`src/icache_pkg.sv`:
```
package icache_pkg;

    ////////////////////////////////////////////////////////////
    // Geometry
    ////////////////////////////////////////////////////////////

    localparam int ADDR_W   = 32;
    localparam int LINE_W   = 128;
    localparam int NSET     = 256;
    localparam int NWAY     = 2;
    localparam int INDEX_W  = $clog2(NSET);
    localparam int OFFSET_W = 4;
    // Whatever is left above index and offset
    localparam int TAG_W    = ADDR_W - INDEX_W - OFFSET_W;

    ////////////////////////////////////////////////////////////
    // Field types
    ////////////////////////////////////////////////////////////

    typedef logic [ADDR_W-1:0]        addr_t;
    typedef logic [LINE_W-1:0]        line_t;
    typedef logic [INDEX_W-1:0]       index_t;
    typedef logic [TAG_W-1:0]         tag_t;
    typedef logic [$clog2(NWAY)-1:0]  way_t;

    // Refill controller, port 1 checked first
    typedef enum logic [2:0] {
        IDLE,
        REQ_1,
        WAIT_1,
        REQ_2,
        WAIT_2
    } refill_state_e;

endpackage

```
`src/icache_fill_if.sv`:
```
`timescale 1ns/1ns

interface icache_fill_if
    import icache_pkg::*;
();

    // Lookup side
    logic [1:0] miss;
    addr_t      addr_1;
    addr_t      addr_2;

    // Refill side
    logic       fill_valid;
    logic       fill_port;
    way_t       fill_way;
    line_t      fill_line;

    modport lookup (
        output miss, addr_1, addr_2,
        input  fill_valid, fill_port, fill_way, fill_line
    );

    modport refill (
        input  miss, addr_1, addr_2,
        output fill_valid, fill_port, fill_way, fill_line
    );

endinterface

```
`src/icache_refill.sv`:
```
`timescale 1ns/1ns

module icache_refill
    import icache_pkg::*;
(
    input  logic          clk,
    input  logic          rst_n,

    icache_fill_if.refill fill,

    // Memory controller
    output logic          mem_rreq_o,
    output addr_t         mem_addr_o,
    input  logic          mem_rdy_i,
    input  logic          mem_rvalid_i,
    input  line_t         mem_data_i
);

    refill_state_e state_q;
    refill_state_e state_d;
    way_t          victim_q;
    logic          port_sel;
    addr_t         port_addr;

    ////////////////////////////////////////////////////////////
    // State machine
    ////////////////////////////////////////////////////////////

    always_ff @(posedge clk or negedge rst_n) begin
        if (!rst_n) begin
            state_q <= IDLE;
        end else begin
            state_q <= state_d;
        end
    end

    always_comb begin
        state_d = state_q;
        case (state_q)
            IDLE: begin
                if (fill.miss[0]) begin
                    state_d = REQ_1;
                end else if (fill.miss[1]) begin
                    state_d = REQ_2;
                end
            end
            REQ_1: begin
                if (mem_rdy_i) begin
                    state_d = WAIT_1;
                end
            end
            WAIT_1: begin
                if (mem_rvalid_i) begin
                    state_d = fill.miss[1] ? REQ_2 : IDLE;
                end
            end
            REQ_2: begin
                if (mem_rdy_i) begin
                    state_d = WAIT_2;
                end
            end
            WAIT_2: begin
                if (mem_rvalid_i) begin
                    state_d = fill.miss[0] ? REQ_1 : IDLE;
                end
            end
            default: begin
                state_d = IDLE;
            end
        endcase
    end

    ////////////////////////////////////////////////////////////
    // Memory request and fill strobe
    ////////////////////////////////////////////////////////////

    assign port_sel  = (state_q == REQ_2) || (state_q == WAIT_2);
    assign port_addr = port_sel ? fill.addr_2 : fill.addr_1;

    // Request held through REQ and WAIT
    assign mem_rreq_o = (state_q != IDLE);
    assign mem_addr_o = mem_rreq_o ?
        {port_addr[ADDR_W-1:OFFSET_W], {OFFSET_W{1'b0}}} : '0;

    assign fill.fill_valid = mem_rvalid_i && (state_q == WAIT_1 || state_q == WAIT_2);
    assign fill.fill_port  = port_sel;
    assign fill.fill_way   = victim_q;
    assign fill.fill_line  = mem_data_i;

    // Round-robin victim, one step per fill
    always_ff @(posedge clk or negedge rst_n) begin
        if (!rst_n) begin
            victim_q <= '0;
        end else if (fill.fill_valid) begin
            if (victim_q == way_t'(NWAY - 1)) begin
                victim_q <= '0;
            end else begin
                victim_q <= victim_q + 1'b1;
            end
        end
    end

endmodule

```
`src/flat_wrapper.sv`:
```
// flat-port wrapper written by rule: the top's interface ports become plain ports
module icache_refill_flat import icache_pkg::*;
  (clk, rst_n, mem_rreq_o, mem_addr_o, mem_rdy_i, mem_rvalid_i, mem_data_i, fill_miss, fill_addr_1, fill_addr_2, fill_fill_valid, fill_fill_port, fill_fill_way, fill_fill_line);
  icache_fill_if fill_i ();
  input  logic clk;
  input  logic rst_n;
  output logic mem_rreq_o;
  output addr_t mem_addr_o;
  input  logic mem_rdy_i;
  input  logic mem_rvalid_i;
  input  line_t mem_data_i;
  input wire logic [$bits(fill_i.miss)-1:0] fill_miss;
  input wire logic [$bits(fill_i.addr_1)-1:0] fill_addr_1;
  input wire logic [$bits(fill_i.addr_2)-1:0] fill_addr_2;
  output wire logic [$bits(fill_i.fill_valid)-1:0] fill_fill_valid;
  output wire logic [$bits(fill_i.fill_port)-1:0] fill_fill_port;
  output wire logic [$bits(fill_i.fill_way)-1:0] fill_fill_way;
  output wire logic [$bits(fill_i.fill_line)-1:0] fill_fill_line;
  assign fill_i.miss = fill_miss;
  assign fill_i.addr_1 = fill_addr_1;
  assign fill_i.addr_2 = fill_addr_2;
  assign fill_fill_valid = fill_i.fill_valid;
  assign fill_fill_port = fill_i.fill_port;
  assign fill_fill_way = fill_i.fill_way;
  assign fill_fill_line = fill_i.fill_line;
  icache_refill u_core (.clk(clk), .rst_n(rst_n), .fill(fill_i), .mem_rreq_o(mem_rreq_o), .mem_addr_o(mem_addr_o), .mem_rdy_i(mem_rdy_i), .mem_rvalid_i(mem_rvalid_i), .mem_data_i(mem_data_i));
endmodule
```
`config.mk`:
```
export PLATFORM = sky130hd
export DESIGN_NAME = icache_refill_flat
export DESIGN_NICKNAME = d
export VERILOG_FILES = /design/src/icache_pkg.sv /design/src/icache_fill_if.sv /design/src/icache_refill.sv /design/src/flat_wrapper.sv
export SDC_FILE = /design/constraint.sdc
export NUM_CORES = 1
export LEC_CHECK = 0
export BUFFER_PORTS_ARGS = -buffer_cell sky130_fd_sc_hd__buf_2
export CAP_MARGIN = 0
export CORE_AREA = 8 8 136 138
export DETAILED_ROUTE_END_ITERATION = 8
export DIE_AREA = 0 0 144 146
export PLACE_DENSITY = 0.47
export SLEW_MARGIN = 10
export SYNTH_ARGS = -nofsm -noshare
export SYNTH_HDL_FRONTEND = slang
export SYNTH_SLANG_ARGS = --single-unit
```
`constraint.sdc`:
```
create_clock -name clk -period 1.95 [get_ports clk]
set_input_delay 0.39 -clock clk [delete_from_list [all_inputs] [get_ports clk]]
set_output_delay 0.39 -clock clk [all_outputs]
set_load 0.005 [all_outputs]
```
* Word level (Yosys, flattened, before mapping)
Cells that the tools add are included.
Widths: inputs -> output; s select.
** Operators by class
- Equality and inequality tests :: 9
- Multiplexer cells :: 12
- Divide/modulo/power cells :: 0
- Bitwise gates (word level) :: 0
- Shifts and indexed selects :: 0
- Magnitude comparators :: 0
- Add/sub/neg operators :: 1
- $mul :: 0
- Reductions and logical operators :: 6
** Operators with widths (count)
- $mux 32 :: 2
- $mux 3 :: 6
- $pmux 3 s5 :: 1
- $ne 2x2->1 const B :: 4
- $eq 3x2->1 const B :: 2
- $reduce_and 5->1 :: 1
- $eq 3x1->1 const B :: 1
- $eq 3x3->1 const B :: 1
- $logic_not 3->1 :: 1
- $ne 3x3->1 const B :: 1
- $reduce_bool 3->1 :: 1
- $logic_or 1x1->1 :: 2
- $mux 1 :: 2
- $mux 2 :: 1
- $add 1x1->1 const B :: 1
- $logic_and 1x1->1 :: 1
** Word-level totals
- Latch bits :: 0
- Logic and storage cells :: 30
- Memories kept :: 0
- ROM bits :: 0
- Flip-flop bits (word level) :: 4
- Memory bits (writable) :: 0

* Depth between registers and ports, before layout
Gate-level depths: netlist (run 1).
- Word-level depth :: 4
- Depth in mapped cells :: 6
- Depth with buffers taken out :: 3

* Worst setup path after synthesis (run 1)
Ideal clock, no wire load.
- Path type :: register -> output
- From :: register u_core.state_q[0]
- To :: output port mem_addr_o[20]
- Arrival time :: 1163 ps
- Stages on the path, launching flop included :: 6
- Required time :: 1560 ps
- Setup slack :: 397 ps
- Cell sequence :: dfrtp_1 > buf_6 > nor2_4 > buf_2 > a22oi_1 > o21ai_0
** Between the ends
- Cells in the longest elaborated chain, start to end :: 4
- Elaborated cells on any way between the ends :: 6
- Those cells by class :: eq/ne: 2; mux: 2; reduce/logical: 2
** RTL lines
- start: declaration :: RTL line icache_refill.sv:19 : refill_state_e state_q;
- start signal: assignment :: RTL line icache_refill.sv:33 : state_q <= state_d;
- $eq 3x2->1 or $eq 3x3->1 (tied branches) :: RTL line icache_refill.sv:77 : assign port_sel = (state_q == REQ_2) || (state_q == WAIT_2);
- $logic_or 1x1->1 :: RTL line icache_refill.sv:77
- $mux 32 :: RTL line icache_refill.sv:78 : assign port_addr = port_sel ? fill.addr_2 : fill.addr_1;
- $mux 32 * :: RTL line icache_refill.sv:82 : assign mem_addr_o = mem_rreq_o ?
- end: declaration :: RTL line flat_wrapper.sv:8 : output addr_t mem_addr_o;
Every way passes the cells marked *; elsewhere a longest branch is shown, timed or not.

* Final worst setup path (run 1)
- From :: register u_core.state_q[0]
- To :: output port mem_addr_o[21]
The elaborated chain is that of the path after synthesis.

==> flow_summary.yaml, run 1 <==
timing:
  finalSetupViolations: 1
  finalCritPeriodShare: 1.002
  fin_ws_ps: -4.106
  hold_slack_ps: 450.0
  layout_min_cycle_time_ps: 1954
  finalHoldViolCount: 0
  grt_setup_unrepaired: "true"
  fin_skew_ps: 1.272
  drv_slew: 0
  fmax_mhz: 511.7
cells_and_area:
  drive_gt1_frac: 0.5522
  final_area_um2: 1922
  syn_to_final_growth_pct: -3.396
  layout_common_cells: "buf_2 (93), a22oi_1 (46), o21ai_1 (24), a22oi_2 (9), buf_4 (6)"
  mostFrequentLayoutCell: "buf_2"
  final_cells: 450
  nNetsFinal: 429
  num-fill-cells: 1917
  diodes: 0
setup_path:
  worstSetupPathType: "register to output port"
  cp-start-kind: "register"
  critPathRequiredTime_ps: 1560
  critPathTopFamily: "flip-flops"
  end_kind: "output port"
  path_max_fanout: 20
  cp.arrival_ps: 1560
  worst-path-buf-inv: 2
  critical_path.max_stage_delay_ps: 460
  crit_chain: "and3b_2 -> buf_12 -> a22oi_2 -> o21ai_2 -> buf_2"
  crit_slowest_cell: "dfrtp_2"
clock_network:
  worstSkewPairLatency_ps: 230
  ctsHtreeMaxLevel: 1
  numCtsBuffers: 3
  clock_sinks: 4
  clkTransAtPathRegs_ps: 30
  cts_tree: "done"
  clockRootBuffer: "clkbuf_16"
  clock_path_buffers: 2
die:
  start_util: 0.1221
  rows: 47
  die_area_um2: 21020
  dieHeight_um: 146
  die_x_um: 144
  ios: 362
  coreArea_um2: 16290
routing:
  first_pass_iters: 4
  via_count: 1678
  wl_per_cell_um: 16.20
  drtIter0Drc: 45
  post-route-drc-count: 0
  routed_wl_um: 7290
  ant_nets: 0
  via_per_inst: 3.729
global_routing:
  grt_overflow: 0
  grt_max_degree: 27
  grtUsageTotal: 0.05989
  groute.layer.met2.usage: 0.1024
  antenna_found_initial: 2
  busiest_layer: "met2"
  grt_pass1_vias: 1626
  grt.met1_usage: 0.04994
  use_met3: 0.02657
  grt_pass1_wl_um: 9584
synthesis:
  synth_seq_cells: 4
  syn_area_um2: 1989
  yosysWarnings: 0
  yosysUniqueCellTypes: 27
  ys_seq_area_frac: 0.05031
  synth_area_per_cell_um2: 7.479
  synthCells: 266
place:
  place_congestion: 0.6340
  placedCellCount: 445
  io_buffers: 93
  dpl_cell_area_um2: 1762
  dp_hpwl_um: 5819
power:
  p_total_mw: 3.169
  power.leakage_nw: 0.8200
  vdd_drop_max_mv: 0.4323
  p_per_area_nw_per_um2: 1649
outcome:
  violations: "setup timing"
  status: "finished, violations left"
run:
  drv_cap: 0
hold_path:
  hold_class: "input port to register"
==> worst paths after layout <==
path,from,end,slack [ps],depth (start not counted)
setup reg to reg,u_core.state_q[0],u_core.state_q[0],690,4
setup / recovery,u_core.state_q[0],mem_addr_o[21],-4,5
hold reg to reg,u_core.fill.fill_way,u_core.fill.fill_way,470,1
min in group asynchronous,rst_n,u_core.state_q[1],500,2
max in group asynchronous,rst_n,u_core.state_q[0],1320,2
hold / removal,fill_miss[0],u_core.state_q[0],450,3
==> metal layers <==
layer	wire length [um]	vias up
met5	23	-
met4	568	4
met3	1170	63
met2	3424	134
met1	2103	750
li1	-	727
==> power breakdown <==
group	switching (mW)	total, mW	internal, mW
Sequential	0.0666	0.193	0.127
Combinational	1.43	2.64	1.22
Clock	0.0609	0.331	0.270
Total	1.56	3.17	1.61
==> per-stage QoR <==
stage	util	setup TNS [ps]	setup slack, ps
after detailed placement	0.1082	0	137.8
after global placement	0.1082	0	133.0
after CTS	0.1139	0	0.5488
after global routing	0.1180	-734.9	-48.93
final	0.1180	-4.106	-4.106
after floorplan	-	0	396.7
==> cell type report <==
class                      count  area (um2)  area share
multi-input combinational    112       818.3      0.4258
timing repair buffer         106       631.9      0.3288
tap                          220       275.3      0.1432
sequential                     4       102.6     0.05339
clock buffer                   4       78.83     0.04102
inverter                       4       15.01    0.007813
==> flip-flops by register name, indices dropped and copies added (netlist names) <==
signal                cells
u_core.state_q            3
u_core.fill.fill_way      1
==> worst min-delay path, cell delays in order <==
cell and delay (ps):
buf_2 100, nand3b_1 70, o21ai_1 70
==> synthesized netlist by cell type <==
library cell,instances,area share
buf_4,136,0.51
xnor2_1,1,0.0044
o21ai_0,16,0.040
clkbuf_1,2,0.0038
o21ai_1,14,0.035
a31o_2,1,0.0044
a21oi_1,2,0.0050
and3b_1,1,0.0044
xor2_1,2,0.0088
nor3_2,1,0.0050
or2_2,1,0.0031
conb_1,1,0.0019
a222oi_1,1,0.0050
buf_6,6,0.034
a21o_1,1,0.0038
nand2_1,2,0.0038
nand3_1,2,0.0050
nand2b_1,1,0.0031
nand3b_1,2,0.0075
o221ai_1,1,0.0044
a22oi_1,55,0.21
xor2_4,1,0.014
dfrtp_1,4,0.050
buf_2,5,0.013
nor2b_1,2,0.0063
nor2_4,1,0.0057
inv_1,4,0.0075
==> cell families after synthesis <==
kind of cell | count (synthesis) | synth area share
AND/OR/NAND/NOR | 13 | 0.04403
other | 1 | 0.001885
flip-flops | 4 | 0.05032
buffers and inverters | 153 | 0.5711
XOR/XNOR | 4 | 0.02705
AO/OA/AOI/OAI | 91 | 0.3057
==> timing repair <==
action,CTS,global route
setup endpoints to repair,21,25
hold buffers,1,0
hold endpoints to repair,4,0
resized for setup,3,26
pin swaps,1,2
setup buffers,0,0
Power figures use the tool's default switching activity.
==> run 2, diff against run 1 <==
--- a/config.mk
+++ b/config.mk
@@ -7,10 +7,12 @@
 export LEC_CHECK = 0
 export BUFFER_PORTS_ARGS = -buffer_cell sky130_fd_sc_hd__buf_2
 export CAP_MARGIN = 0
-export CORE_AREA = 8 8 136 138
+export CELL_PAD_IN_SITES_DETAIL_PLACEMENT = 0
+export CELL_PAD_IN_SITES_GLOBAL_PLACEMENT = 1
+export CORE_AREA = 8 8 135 137
 export DETAILED_ROUTE_END_ITERATION = 8
-export DIE_AREA = 0 0 144 146
-export PLACE_DENSITY = 0.47
+export DIE_AREA = 0 0 143 145
+export PLACE_DENSITY = 0.73
 export SLEW_MARGIN = 10
 export SYNTH_ARGS = -nofsm -noshare
 export SYNTH_HDL_FRONTEND = slang
==> run 2 against run 1 <==
The run still ends with setup timing left. Fmax fell by 0.31%. Flip-flop and latch count did not move. Largest power group unchanged. Critical path depth rose by 1. Clock power barely moved. Largest cell class unchanged.
==> flow_summary.yaml, run 2 (synthesis gave the netlist of run 1 again) <==
setup_path:
  cp.arrival_ps: 1570
  critPathRequiredTime_ps: 1560
  crit_chain: "buf_6 -> and3b_4 -> buf_12 -> a22oi_2 -> o21ai_1 -> buf_2"
  worstSetupPathType: "register to output port"
  critical_path.max_stage_delay_ps: 400
  cp-start-kind: "register"
  end_kind: "output port"
  critPathTopFamily: "buffers and inverters"
  r2r_slack_ps: 570
  crit_slowest_cell: "dfrtp_2"
  path_max_fanout: 7
  worst-path-buf-inv: 3
clock_network:
  clock_path_buffers: 2
  ctsHtreeMaxLevel: 1
  clock_sinks: 4
  worstSkewPairLatency_ps: 220
  clkTransAtPathRegs_ps: 30
  numCtsBuffers: 3
  cts_tree: "done"
  clockRootBuffer: "clkbuf_16"
die:
  die_x_um: 143
  rows: 47
  die_area_um2: 20740
  dieHeight_um: 145
  start_util: 0.1230
  ios: 362
  coreArea_um2: 16170
cells_and_area:
  final_util: 0.1368
  drive_gt1_frac: 0.6405
  mostFrequentLayoutCell: "buf_2"
  layout_common_cells: "buf_2 (93), a22oi_1 (28), o21ai_1 (28), a22oi_2 (27)"
  diodes: 0
  syn_to_final_growth_pct: 11.19
  largest_reg_flops: 3
  regMostFlops: "u_core.state_q"
  nNetsFinal: 441
routing:
  met2_length_um: 3717
  dr.max_layer_used: "met4"
  wl_per_cell_um: 18.90
  drtIter0Drc: 61
  via_count: 1755
  post-route-drc-count: 0
  routed_wl_um: 8732
  met1_length_um: 3128
  ant_nets: 0
  via_per_inst: 3.799
  met3_length_um: 1048
  first_pass_iters: 4
power:
  power.leakage_nw: 0.9115
  p_total_mw: 3.970
  p_per_area_nw_per_um2: 1794
  vdd_drop_max_mv: 0.5297
timing:
  finalSetupViolations: 2
  fmax_mhz: 510.2
  finalHoldViolCount: 0
  hold_slack_ps: 447.9
  finalCritPeriodShare: 1.005
  drv_slew: 0
  grt_setup_unrepaired: "true"
  fin_ws_ps: -10.09
  timing.setup.tns_ps: -15.53
  layout_min_cycle_time_ps: 1960
  fin_skew_ps: 1.974
outcome:
  violations: "setup timing"
  status: "finished, violations left"
global_routing:
  antenna_found_initial: 0
  grt_pass1_wl_um: 12210
  grt_overflow: 0
  grt_pass1_vias: 1952
  grtUsageTotal: 0.07863
  grt_max_degree: 20
place:
  place_congestion: 0.6941
  place_ws_ps: -122.0
  dp_hpwl_um: 5841
  io_buffers: 93
run:
  drv_cap: 0
hold_path:
  hold_class: "input port to register"
run 2: cell count changes in the layout (fill, tap and decap cells not counted), sizes merged:
cell and delta:
buf +11, xor2 +1
run 2: path summary, 6_finish.rpt:
check / startpoint / endpoint / cells after the start
setup / recovery: u_core.state_q[1] / mem_addr_o[24] / 6
hold / removal: fill_miss[0] / u_core.state_q[0] / 3
setup reg to reg: u_core.state_q[0] / u_core.state_q[0] / 5
hold reg to reg: u_core.fill.fill_way / u_core.fill.fill_way / 1
max in group asynchronous: rst_n / u_core.state_q[0] / 2
min in group asynchronous: rst_n / u_core.state_q[1] / 2
run 2: final cells by class:
type                    count  area [um2]
repair buffers            117       809.5
well taps                 220       275.3
fillers                  1855       13960
clock buffers               4       78.83
flip-flops and latches      4       102.6
multi-input cells         113       930.9
inverters                   4       15.01
run 2: power breakdown:
part           switching, mW  total [mW]  internal (mW)
Clock                 0.0580       0.328          0.270
Combinational           1.77        3.49           1.72
Sequential            0.0253       0.152          0.126
run 2: tightest hold or removal path: stages:
cell and delay, ps:
buf_2 110, nand3b_1 70, o21ai_1 60
run 2: per-layer routing:
layer	up-vias	GRT usage
met2	133	0.1221
met3	89	0.02625
met5	-	0
li1	755	-
met1	778	0.07935
met4	0	0.08081
run 2: what timing repair did:
item | in CTS | in global routing
hold buffers | 1 | 0
setup buffers | 10 | 0
pin swaps | 24 | 8
hold endpoints to repair | 4 | 0
gates cloned | 4 | 0
setup endpoints to repair | 27 | 27
resized for setup | 52 | 3
run 2: per-stage QoR:
step,area (um2),std cells
global placement,1734,443
finish,2212,462
floorplan,2001,269
global route,2212,462
CTS,2197,462
detailed placement,1734,443
