### config.mk
export PLATFORM = sky130hd
export DESIGN_NAME = icache_lookup_flat
export DESIGN_NICKNAME = d
export VERILOG_FILES = /design/src/icache_pkg.sv /design/src/icache_fill_if.sv /design/src/icache_lookup.sv /design/src/flat_wrapper.sv
export SDC_FILE = /design/constraint.sdc
export NUM_CORES = 2
export LEC_CHECK = 0
export BUFFER_PORTS_ARGS = -buffer_cell sky130_fd_sc_hd__buf_2
export CORE_AREA = 3 3 564 566
export DETAILED_ROUTE_END_ITERATION = 8
export DIE_AREA = 0 0 567 569
export PLACE_DENSITY = 0.33
export SLEW_MARGIN = 20
export SYNTH_ARGS = -nofsm -noshare
export SYNTH_HDL_FRONTEND = slang
export SYNTH_SLANG_ARGS = --single-unit
### constraint.sdc
create_clock -name clk -period 3.2 [get_ports clk]
set_clock_uncertainty 0.05 [all_clocks]
set_input_delay 0.16 -clock clk [delete_from_list [all_inputs] [get_ports clk]]
set_output_delay 0.16 -clock clk [all_outputs]
set_load 0.05 [all_outputs]
### src/icache_pkg.sv
package icache_pkg;

    ////////////////////////////////////////////////////////////
    // Geometry
    ////////////////////////////////////////////////////////////

    localparam int ADDR_W   = 32;
    localparam int LINE_W   = 128;
    localparam int NSET     = 256;
    localparam int NWAY     = 2;
    localparam int INDEX_W  = $clog2(NSET);
    localparam int OFFSET_W = 4;
    // Whatever is left above index and offset
    localparam int TAG_W    = ADDR_W - INDEX_W - OFFSET_W;

    ////////////////////////////////////////////////////////////
    // Field types
    ////////////////////////////////////////////////////////////

    typedef logic [ADDR_W-1:0]        addr_t;
    typedef logic [LINE_W-1:0]        line_t;
    typedef logic [INDEX_W-1:0]       index_t;
    typedef logic [TAG_W-1:0]         tag_t;
    typedef logic [$clog2(NWAY)-1:0]  way_t;

    // Refill controller, port 1 checked first
    typedef enum logic [2:0] {
        IDLE,
        REQ_1,
        WAIT_1,
        REQ_2,
        WAIT_2
    } refill_state_e;

endpackage

### src/icache_fill_if.sv
`timescale 1ns/1ns

interface icache_fill_if
    import icache_pkg::*;
();

    // Lookup side
    logic [1:0] miss;
    addr_t      addr_1;
    addr_t      addr_2;

    // Refill side
    logic       fill_valid;
    logic       fill_port;
    way_t       fill_way;
    line_t      fill_line;

    modport lookup (
        output miss, addr_1, addr_2,
        input  fill_valid, fill_port, fill_way, fill_line
    );

    modport refill (
        input  miss, addr_1, addr_2,
        output fill_valid, fill_port, fill_way, fill_line
    );

endinterface

### src/icache_lookup.sv
`timescale 1ns/1ns

module icache_lookup
    import icache_pkg::*;
(
    input  logic                       clk,
    input  logic                       rst_n,

    input  logic                       rreq_1_i,
    input  addr_t                      raddr_1_i,
    input  logic                       rreq_2_i,
    input  addr_t                      raddr_2_i,

    // RAM side, [way][ram port]
    input  tag_t  [NWAY-1:0][1:0]      tag_rdata_i,
    input  line_t [NWAY-1:0][1:0]      data_rdata_i,
    output logic  [NWAY-1:0][1:0]      tag_we_o,
    output logic  [NWAY-1:0][1:0]      data_we_o,
    output tag_t  [1:0]                tag_wdata_o,
    output line_t [1:0]                data_wdata_o,
    output index_t [1:0]               ram_addr_o,

    output logic                       rvalid_1_o,
    output line_t                      rdata_1_o,
    output logic                       rvalid_2_o,
    output line_t                      rdata_2_o,

    icache_fill_if.lookup              fill
);

    function automatic index_t idx_of(input addr_t a);
        return a[OFFSET_W +: INDEX_W];
    endfunction

    function automatic tag_t tag_of(input addr_t a);
        return a[ADDR_W-1 -: TAG_W];
    endfunction

    logic  [1:0]                rreq;
    addr_t [1:0]                raddr;
    logic  [1:0]                req_q;
    addr_t [1:0]                addr_q;
    logic  [1:0][NWAY-1:0]      valid_q;
    logic  [NWAY-1:0][NSET-1:0] valid_r;
    logic                       fill_q;
    addr_t                      fill_addr;
    logic  [1:0]                hit;
    logic  [1:0]                fill_same;
    line_t [1:0]                rdata;

    assign rreq  = {rreq_2_i, rreq_1_i};
    assign raddr = {raddr_2_i, raddr_1_i};
    assign fill_addr = addr_q[fill.fill_port];

    ////////////////////////////////////////////////////////////
    // RAM addressing and refill writes
    ////////////////////////////////////////////////////////////

    always_comb begin
        tag_we_o  = '0;
        data_we_o = '0;
        for (int p = 0; p < 2; p++) begin
            ram_addr_o[p]   = idx_of(raddr[p]);
            tag_wdata_o[p]  = tag_of(addr_q[p]);
            data_wdata_o[p] = fill.fill_line;
        end
        if (fill.fill_valid) begin
            tag_we_o[fill.fill_way][fill.fill_port]  = 1'b1;
            data_we_o[fill.fill_way][fill.fill_port] = 1'b1;
            ram_addr_o[fill.fill_port] = idx_of(fill_addr);
        end
    end

    // Valid bits are sampled with the RAM read so both snapshots agree
    always_ff @(posedge clk or negedge rst_n) begin
        if (!rst_n) begin
            req_q   <= '0;
            valid_q <= '0;
            valid_r <= '0;
            fill_q  <= 1'b0;
        end else begin
            req_q  <= rreq;
            fill_q <= fill.fill_valid;
            for (int p = 0; p < 2; p++) begin
                for (int w = 0; w < NWAY; w++) begin
                    valid_q[p][w] <= valid_r[w][ram_addr_o[p]];
                end
            end
            if (fill.fill_valid) begin
                valid_r[fill.fill_way][idx_of(fill_addr)] <= 1'b1;
            end
        end
    end

    always_ff @(posedge clk) begin
        addr_q <= raddr;
    end

    ////////////////////////////////////////////////////////////
    // Hit compare and way select
    ////////////////////////////////////////////////////////////

    always_comb begin
        for (int p = 0; p < 2; p++) begin
            hit[p]   = 1'b0;
            rdata[p] = '0;
            for (int w = 0; w < NWAY; w++) begin
                if (valid_q[p][w] && tag_rdata_i[w][p] == tag_of(addr_q[p])) begin
                    hit[p]   = 1'b1;
                    rdata[p] = data_rdata_i[w][p];
                end
            end
            // Line being written now will hit on its own
            fill_same[p] = fill.fill_valid &&
                addr_q[p][ADDR_W-1:OFFSET_W] == fill_addr[ADDR_W-1:OFFSET_W];
            // Snapshot taken on a fill edge is stale for one cycle
            fill.miss[p] = req_q[p] & ~hit[p] & ~fill_q & ~fill_same[p];
        end
    end

    assign rvalid_1_o  = req_q[0] & hit[0];
    assign rvalid_2_o  = req_q[1] & hit[1];
    assign rdata_1_o   = rdata[0];
    assign rdata_2_o   = rdata[1];
    assign fill.addr_1 = addr_q[0];
    assign fill.addr_2 = addr_q[1];

endmodule

### src/flat_wrapper.sv
// flat-port wrapper written by rule: the top's interface ports become plain ports
module icache_lookup_flat import icache_pkg::*;
  (clk, rst_n, rreq_1_i, raddr_1_i, rreq_2_i, raddr_2_i, tag_rdata_i, data_rdata_i, tag_we_o, data_we_o, tag_wdata_o, data_wdata_o, ram_addr_o, rvalid_1_o, rdata_1_o, rvalid_2_o, rdata_2_o, fill_miss, fill_addr_1, fill_addr_2, fill_fill_valid, fill_fill_port, fill_fill_way, fill_fill_line);
  icache_fill_if fill_i ();
  input  logic clk;
  input  logic rst_n;
  input  logic rreq_1_i;
  input  addr_t raddr_1_i;
  input  logic rreq_2_i;
  input  addr_t raddr_2_i;
  input  tag_t  [NWAY-1:0][1:0] tag_rdata_i;
  input  line_t [NWAY-1:0][1:0] data_rdata_i;
  output logic  [NWAY-1:0][1:0] tag_we_o;
  output logic  [NWAY-1:0][1:0] data_we_o;
  output tag_t  [1:0] tag_wdata_o;
  output line_t [1:0] data_wdata_o;
  output index_t [1:0] ram_addr_o;
  output logic rvalid_1_o;
  output line_t rdata_1_o;
  output logic rvalid_2_o;
  output line_t rdata_2_o;
  output wire logic [$bits(fill_i.miss)-1:0] fill_miss;
  output wire logic [$bits(fill_i.addr_1)-1:0] fill_addr_1;
  output wire logic [$bits(fill_i.addr_2)-1:0] fill_addr_2;
  input wire logic [$bits(fill_i.fill_valid)-1:0] fill_fill_valid;
  input wire logic [$bits(fill_i.fill_port)-1:0] fill_fill_port;
  input wire logic [$bits(fill_i.fill_way)-1:0] fill_fill_way;
  input wire logic [$bits(fill_i.fill_line)-1:0] fill_fill_line;
  assign fill_miss = fill_i.miss;
  assign fill_addr_1 = fill_i.addr_1;
  assign fill_addr_2 = fill_i.addr_2;
  assign fill_i.fill_valid = fill_fill_valid;
  assign fill_i.fill_port = fill_fill_port;
  assign fill_i.fill_way = fill_fill_way;
  assign fill_i.fill_line = fill_fill_line;
  icache_lookup u_core (.clk(clk), .rst_n(rst_n), .rreq_1_i(rreq_1_i), .raddr_1_i(raddr_1_i), .rreq_2_i(rreq_2_i), .raddr_2_i(raddr_2_i), .tag_rdata_i(tag_rdata_i), .data_rdata_i(data_rdata_i), .tag_we_o(tag_we_o), .data_we_o(data_we_o), .tag_wdata_o(tag_wdata_o), .data_wdata_o(data_wdata_o), .ram_addr_o(ram_addr_o), .rvalid_1_o(rvalid_1_o), .rdata_1_o(rdata_1_o), .rvalid_2_o(rvalid_2_o), .rdata_2_o(rdata_2_o), .fill(fill_i));
endmodule
# After elaboration in Yosys (flattened, before gate mapping)
# Index checks and enable logic that the tools add are counted.
[totals]
ff_bits = 583
inputBits = 791
out_inout_bits = 644
word_cells = 76
[op_classes]
magnitude_cmp = 8
eq_ne = 6
n_mux = 31
bitwise_logic = 14
n_reduce_logical = 9
[op_table]
columns = ["cell", "n"]
rows = [
  ["$mux W128", 4],
  ["$or A512 B512 Y512", 1],
  ["$demux W256 S1", 1],
  ["$mux W256", 1],
  ["$eq A20 B20 Y1", 4],
  ["$mux W32", 2],
  ["$eq A28 B28 Y1", 2],
  ["$bmux W1 S8", 4],
  ["$lt A8 B9 Y1 const B", 3],
  ["$bwmux W16", 1],
  ["$mux W16", 1],
  ["$mux W1", 10],
  ["$logic_and A1 B1 Y1", 9],
  ["$and A1 B1 Y1", 8],
  ["$demux W1 S8", 1],
  ["$demux W8 S1", 1],
  ["$ge A8 B1 Y1 const B", 1],
  ["$mux W8", 1],
  ["$not A1 Y1", 5],
  ["$lt A1 B2 Y1 const B", 2],
  ["$mux W4", 1],
  ["$demux W2 S1", 1],
  ["$ge A1 B1 Y1 const B", 2],
  ["$mux W2", 1],
  ["$demux W1 S1", 1],
]

# Depth between registers and ports, before layout
[depth]
depth_word = 9
mapped_depth = 14
mapped_depth_nobuf = 10

# Worst setup path after synthesis
# Ideal clock, no wire load.
[synth_path]
path_type = "register to output"
from = "reg u_core.addr_q (netlist bit u_core.fill.addr_1[25])"
to = "out rdata_1_o[108]"
arrival_time_ps = 3362
required_ps = 2990
path_slack_ps = -372
path_stages_with_launch = 9
n_path_buf = 2
cell_sequence = "dfxtp_1 xor2_1 nor4_1 nand4_1 nor4_1 clkbuf_1 clkbuf_1 nand2_1 o21ai_0"
[synth_between]
elab_chain_len = 4
elab_cells_between_ends = 6
classes_between = "eq/ne: 2; mux: 2; reduce/logical: 2"
[synth_rtl]
columns = ["element", "line_no", "rtl"]
rows = [
  ["start, declared", "icache_lookup.sv:42", "addr_t [1:0] addr_q;"],
  ["start signal, assigned", "icache_lookup.sv:96", "addr_q <= raddr;"],
  ["$eq A20 B20 Y1", "icache_lookup.sv:108", "if (valid_q[p][w] && tag_rdata_i[w][p] == tag_of(addr_q[p])) begin"],
  ["$logic_and A1 B1 Y1", "icache_lookup.sv:108", ""],
  ["$mux W128", "icache_lookup.sv:108", ""],
  ["$mux W128 (*)", "icache_lookup.sv:108", ""],
  ["end, declared", "flat_wrapper.sv:19", "output line_t rdata_1_o;"],
]
# Mark *: on every way between the ends. The rest lies on a longest branch, timed or not.

# Final worst setup path
[layout_path]
from = "reg u_core.addr_q (netlist bit u_core.fill.addr_2[13])"
to = "out rdata_2_o[112]"
[layout_between]
elab_chain_len = 4
elab_cells_between_ends = 6
classes_between = "eq/ne: 2; mux: 2; reduce/logical: 2"
[layout_rtl]
columns = ["element", "line_no", "rtl"]
rows = [
  ["$eq A20 B20 Y1", "icache_lookup.sv:108", ""],
  ["$logic_and A1 B1 Y1", "icache_lookup.sv:108", ""],
  ["$mux W128", "icache_lookup.sv:108", ""],
  ["$mux W128 (*)", "icache_lookup.sv:108", ""],
  ["end, declared", "flat_wrapper.sv:21", "output line_t rdata_2_o;"],
]
# Marks and branches as above.

==> flow_summary_export.csv <==
group,metric,value,unit
run_status,status,"finished with violations",
run_status,violations,"negative setup slack",
critical_path,path_common_cell,"buf_12",
critical_path,crit_path_max_incr_delay,0.38,ns
critical_path,crit_type,"flip-flop to output pin",
finish,finish.utilization,20.0,%
clock_network,cts_buffers,78,
power_and_ir_drop,p_leak,27.9,nW
clock_network,cts_sinks,583,
power_and_ir_drop,p_per_area,361,nW/um^2
drt,ant_nets,0,
global_route,grt_max_degree,129,
finish,drive_gt1_share,40.8,%
synthesis,yosys_warnings,0,
clock_network,cts_root_buffer,"clkbuf_16",
flow_run,maxCapViolations,0,
drt,vias_per_cell,4.33,
placed_design,pre_cts_slack,-1.20,ns
synthesis,ys_seq_elements,583,
clock_network,cts_buffer_depth,3,
clock_network,cts.clk_slew.worst_paths,0.06,ns
critical_path,timing.critical_path.required,2.99,ns
drt,m1WireLength,189,mm
critical_path,worstSetupEndpointType,"output pin",
global_route,grt_pass1_vias,42600,
synthesis,async_reset_ff_share,89.0,%
drt,dr.max_layer_used,"met5",
clock_network,clk_latency,0.69,ns
drt,drt_iter0_drc,4971,
power_and_ir_drop,peakVddDrop,0.368,mV
timing,setup_violations,263,
synthesis,synth_top_flop_cell,"dfrtp_1",
floorplan,core_area,314000,um^2
floorplan,dieArea,323000,um^2
finish,design_area,63000,um^2
synthesis,synth.distinct_cells,69,
synthesis,syn-num-nets,5288,
critical_path,arrival,3.69,ns
floorplan,die_h,569,um
global_route,antenna_found_initial,96,
timing,clock.fmax,257,MHz
synthesis,syn_avg_cell_area,7.94,um^2
critical_path,crit_family,"simple AND/OR/NAND/NOR gates",
synthesis,syn_inst,4497,
drt,vias,44300,
global_route,grt_first_pass_wirelength,533,mm
critical_path,cp-start-kind,"flip-flop",
floorplan,placement_rows,206,
placed_design,portBuffers,1050,
drt,met3WireLength,50.2,mm
timing,hold_viol,0,
critical_path,critPathBufInv,5,
placed_design,dp_hpwl,364,mm
placed_design,place_area,55200,um^2
clock_network,cts_htree_levels,3,
timing,setup_ws,-0.697,ns
finish,syn2layout_area_growth,76.4,%
finish,num-nets-final,6755,
drt,wire_per_inst,42.7,um
timing,worst_pin_slew,1.03,ns
floorplan,io_pins,1435,
timing,rsz0062_at_grt,"yes",
floorplan,start_util,11.4,%
drt,wl,437,mm
global_route,track_usage,25.8,%
timing,drv_slew,0,
synthesis,syn-cell-area,35700,um^2
timing,min_period,3.90,ns
global_route,grt-ovfl-total,0,
finish,fill_cells,34800,
timing,relSlewSlack,30.9,%
critical_path,slowest_stage,"dfxtp_4",
placed_design,gp_congestion,1.02,
critical_path,crit_path_cell_trace,"buf_12 -> xor2_1 -> nor4_1 -> nand4_1 -> nor4_4 -> buf_12 -> buf_4 -> nand2_1 -> o21ai_4 -> buf_4 -> buf_12",
timing,final.period_utilization,122,%
critical_path,crit_fanout,20,
synthesis,ys_seq_area_share,40.0,%
clock_network,cts_tree,"yes",
min_path,hold_class,"input pin to flip-flop",
synthesis,synth-edff-count,0,
drt,dr.pass1.iters,6,
drt,route.met2.wl,183,mm
drt,drc_errors,0,
floorplan,die_x,567,um
worst register-to-register path: stages (launching register included):
cell and delay (ns):
dfxtp_1 0.39, and3_1 0.25, a21oi_4 0.06, inv_2 0.43
buf_4 0.23, buf_4 0.18, o22ai_1 0.09, a221oi_1 0.54
nor3_1 0.11, buf_4 0.20, a22oi_1 0.27, nand3_1 0.13
a21oi_1 0.38, a311o_1 0.21
cells in the final DEF, fill, tap and decap left out, types with 23 or more instances in the layout:
master and instances:
a21o_1 256, a21oi_1 134, a221oi_1 40, a311oi_1 27
a31oi_1 77, a32oi_1 23, buf_12 443, buf_2 786
buf_4 565, buf_6 94, buf_8 23, clkbuf_16 92
dfrtp_1 519, dfxtp_1 43, diode_2 38, dlygate4sd3_1 69
mux2i_1 39, nand2_1 1251, nand2_2 51, nand2_4 52
nand3_1 194, nand4_1 76, nor2_1 81, nor4_1 34
o21ai_0 47, o21ai_1 65, o21ai_2 34, o21ai_4 166
o21bai_1 256, o22ai_1 57, xnor2_1 53, xor2_1 31
cell families after synthesis:
| family | share of synthesized area, % |
|---|---|
| xor+xnor | 2.28 |
| flops | 40.0 |
| mux | 1.54 |
| compound gates | 24.1 |
| buf+inv | 10.8 |
| simple gates | 21.3 |
Yosys cell counts, types with 5 or more instances:
master | count | area share (%)
nand2_1 | 1360 | 14
dfrtp_1 | 519 | 36
buf_4 | 311 | 6.5
o21ai_0 | 305 | 4.3
a21o_1 | 256 | 5.4
o21bai_1 | 256 | 5.4
nand3_1 | 195 | 2.7
clkbuf_1 | 171 | 1.8
a21oi_1 | 135 | 1.9
buf_2 | 114 | 1.6
nor2_1 | 81 | 0.85
a31oi_1 | 77 | 1.3
nand4_1 | 76 | 1.3
dfxtp_1 | 64 | 3.6
o22ai_1 | 57 | 1.0
xnor2_1 | 56 | 1.4
nor4_1 | 42 | 0.74
a221oi_1 | 41 | 1.0
mux2i_1 | 39 | 1.1
xor2_1 | 37 | 0.91
a311oi_1 | 27 | 0.66
a32oi_1 | 23 | 0.56
nor3_1 | 23 | 0.32
a211oi_1 | 22 | 0.46
inv_1 | 21 | 0.22
buf_1 | 19 | 0.20
nand2b_1 | 14 | 0.25
a211o_1 | 13 | 0.32
buf_6 | 13 | 0.41
a22oi_1 | 11 | 0.23
nor2b_1 | 9 | 0.16
a221o_1 | 8 | 0.22
o21a_1 | 8 | 0.17
a2111oi_0 | 7 | 0.17
o21ai_1 | 7 | 0.098
or3_1 | 6 | 0.11
nand3b_1 | 5 | 0.11
o211ai_1 | 5 | 0.11
o221ai_1 | 5 | 0.12
final timing paths:
path	to	start	slack, ns	cells after the start
setup reg to reg	u_core.valid_q[2]	u_core.fill.addr_2[5]	-0.38	13
hold / removal	u_core.fill.addr_2[1]	raddr_2_i[1]	0.05	2
setup / recovery	rdata_2_o[112]	u_core.fill.addr_2[13]	-0.70	11
min in group asynchronous	u_core.valid_r[505]	rst_n	0.07	3
max in group asynchronous	u_core.valid_r[122]	rst_n	1.68	3
hold reg to reg	u_core.valid_r[440]	u_core.valid_r[440]	0.42	1
metrics by stage:
| step | hold slack [ns] | setup TNS (ns) | total power, W | cells |
|---|---|---|---|---|
| final | 0.0542 | -129.80 | 0.0227 | 10200 |
| after global placement | -0.0135 | -175.79 | 0.0135 | 9886 |
| after floorplan | -0.186 | 0 | 0.0110 | 4497 |
| after detailed placement | -0.0102 | -94.91 | 0.0134 | 9905 |
| after global routing | 0.0336 | -159.44 | 0.0235 | 10200 |
| after CTS | 0.000403 | -167.85 | 0.0229 | 10100 |
where the power goes:
part | total [W] | leakage, nW | internal, W | switching [W]
Combinational | 0.00527 | 18.9 | 0.00175 | 0.00352
Sequential | 0.00821 | 7.70 | 0.00777 | 0.000438
Clock | 0.00926 | 1.26 | 0.00519 | 0.00407
Total | 0.0227 | 27.9 | 0.0147 | 0.00803
state kept, by name (all words and copies together), names as in the netlist:
| signal | flops |
|---|---|
| u_core.fill_q | 1 |
| u_core.fill.addr_1 | 32 |
| u_core.req_q | 2 |
| u_core.fill.addr_2 | 32 |
| u_core.valid_r | 512 |
| u_core.valid_q | 4 |
layout make-up:
| type | count | area, um^2 | area share (%) |
|---|---|---|---|
| Multi-Input combinational cell | 3261 | 20600 | 32.7 |
| Timing Repair Buffer | 2015 | 20100 | 31.9 |
| Sequential cell | 583 | 14300 | 22.7 |
| Tap cell | 4160 | 5200 | 8.27 |
| Clock buffer | 109 | 2200 | 3.49 |
| Clock inverter | 33 | 397 | 0.630 |
| Inverter | 25 | 104 | 0.165 |
| Antenna cell | 38 | 95.1 | 0.151 |
layer usage:
layer | vias to the layer above | track usage (%)
li1 | 18300 | -
met4 | 46 | 5.75
met5 | - | 3.58
met3 | 445 | 11.1
met2 | 3039 | 38.2
met1 | 22500 | 34.2
what timing repair did:
| action | CTS | global route |
|---|---|---|
| gates resized for setup | 485 | 295 |
| gates cloned | 12 | 9 |
| setup endpoints to repair | 263 | 263 |
| endpoints found under the hold margin | 509 | 0 |
| pin swaps | 82 | 80 |
| hold buffers | 69 | 0 |
| buffers inserted | 52 | 57 |
Power figures use the tool's default switching activity.
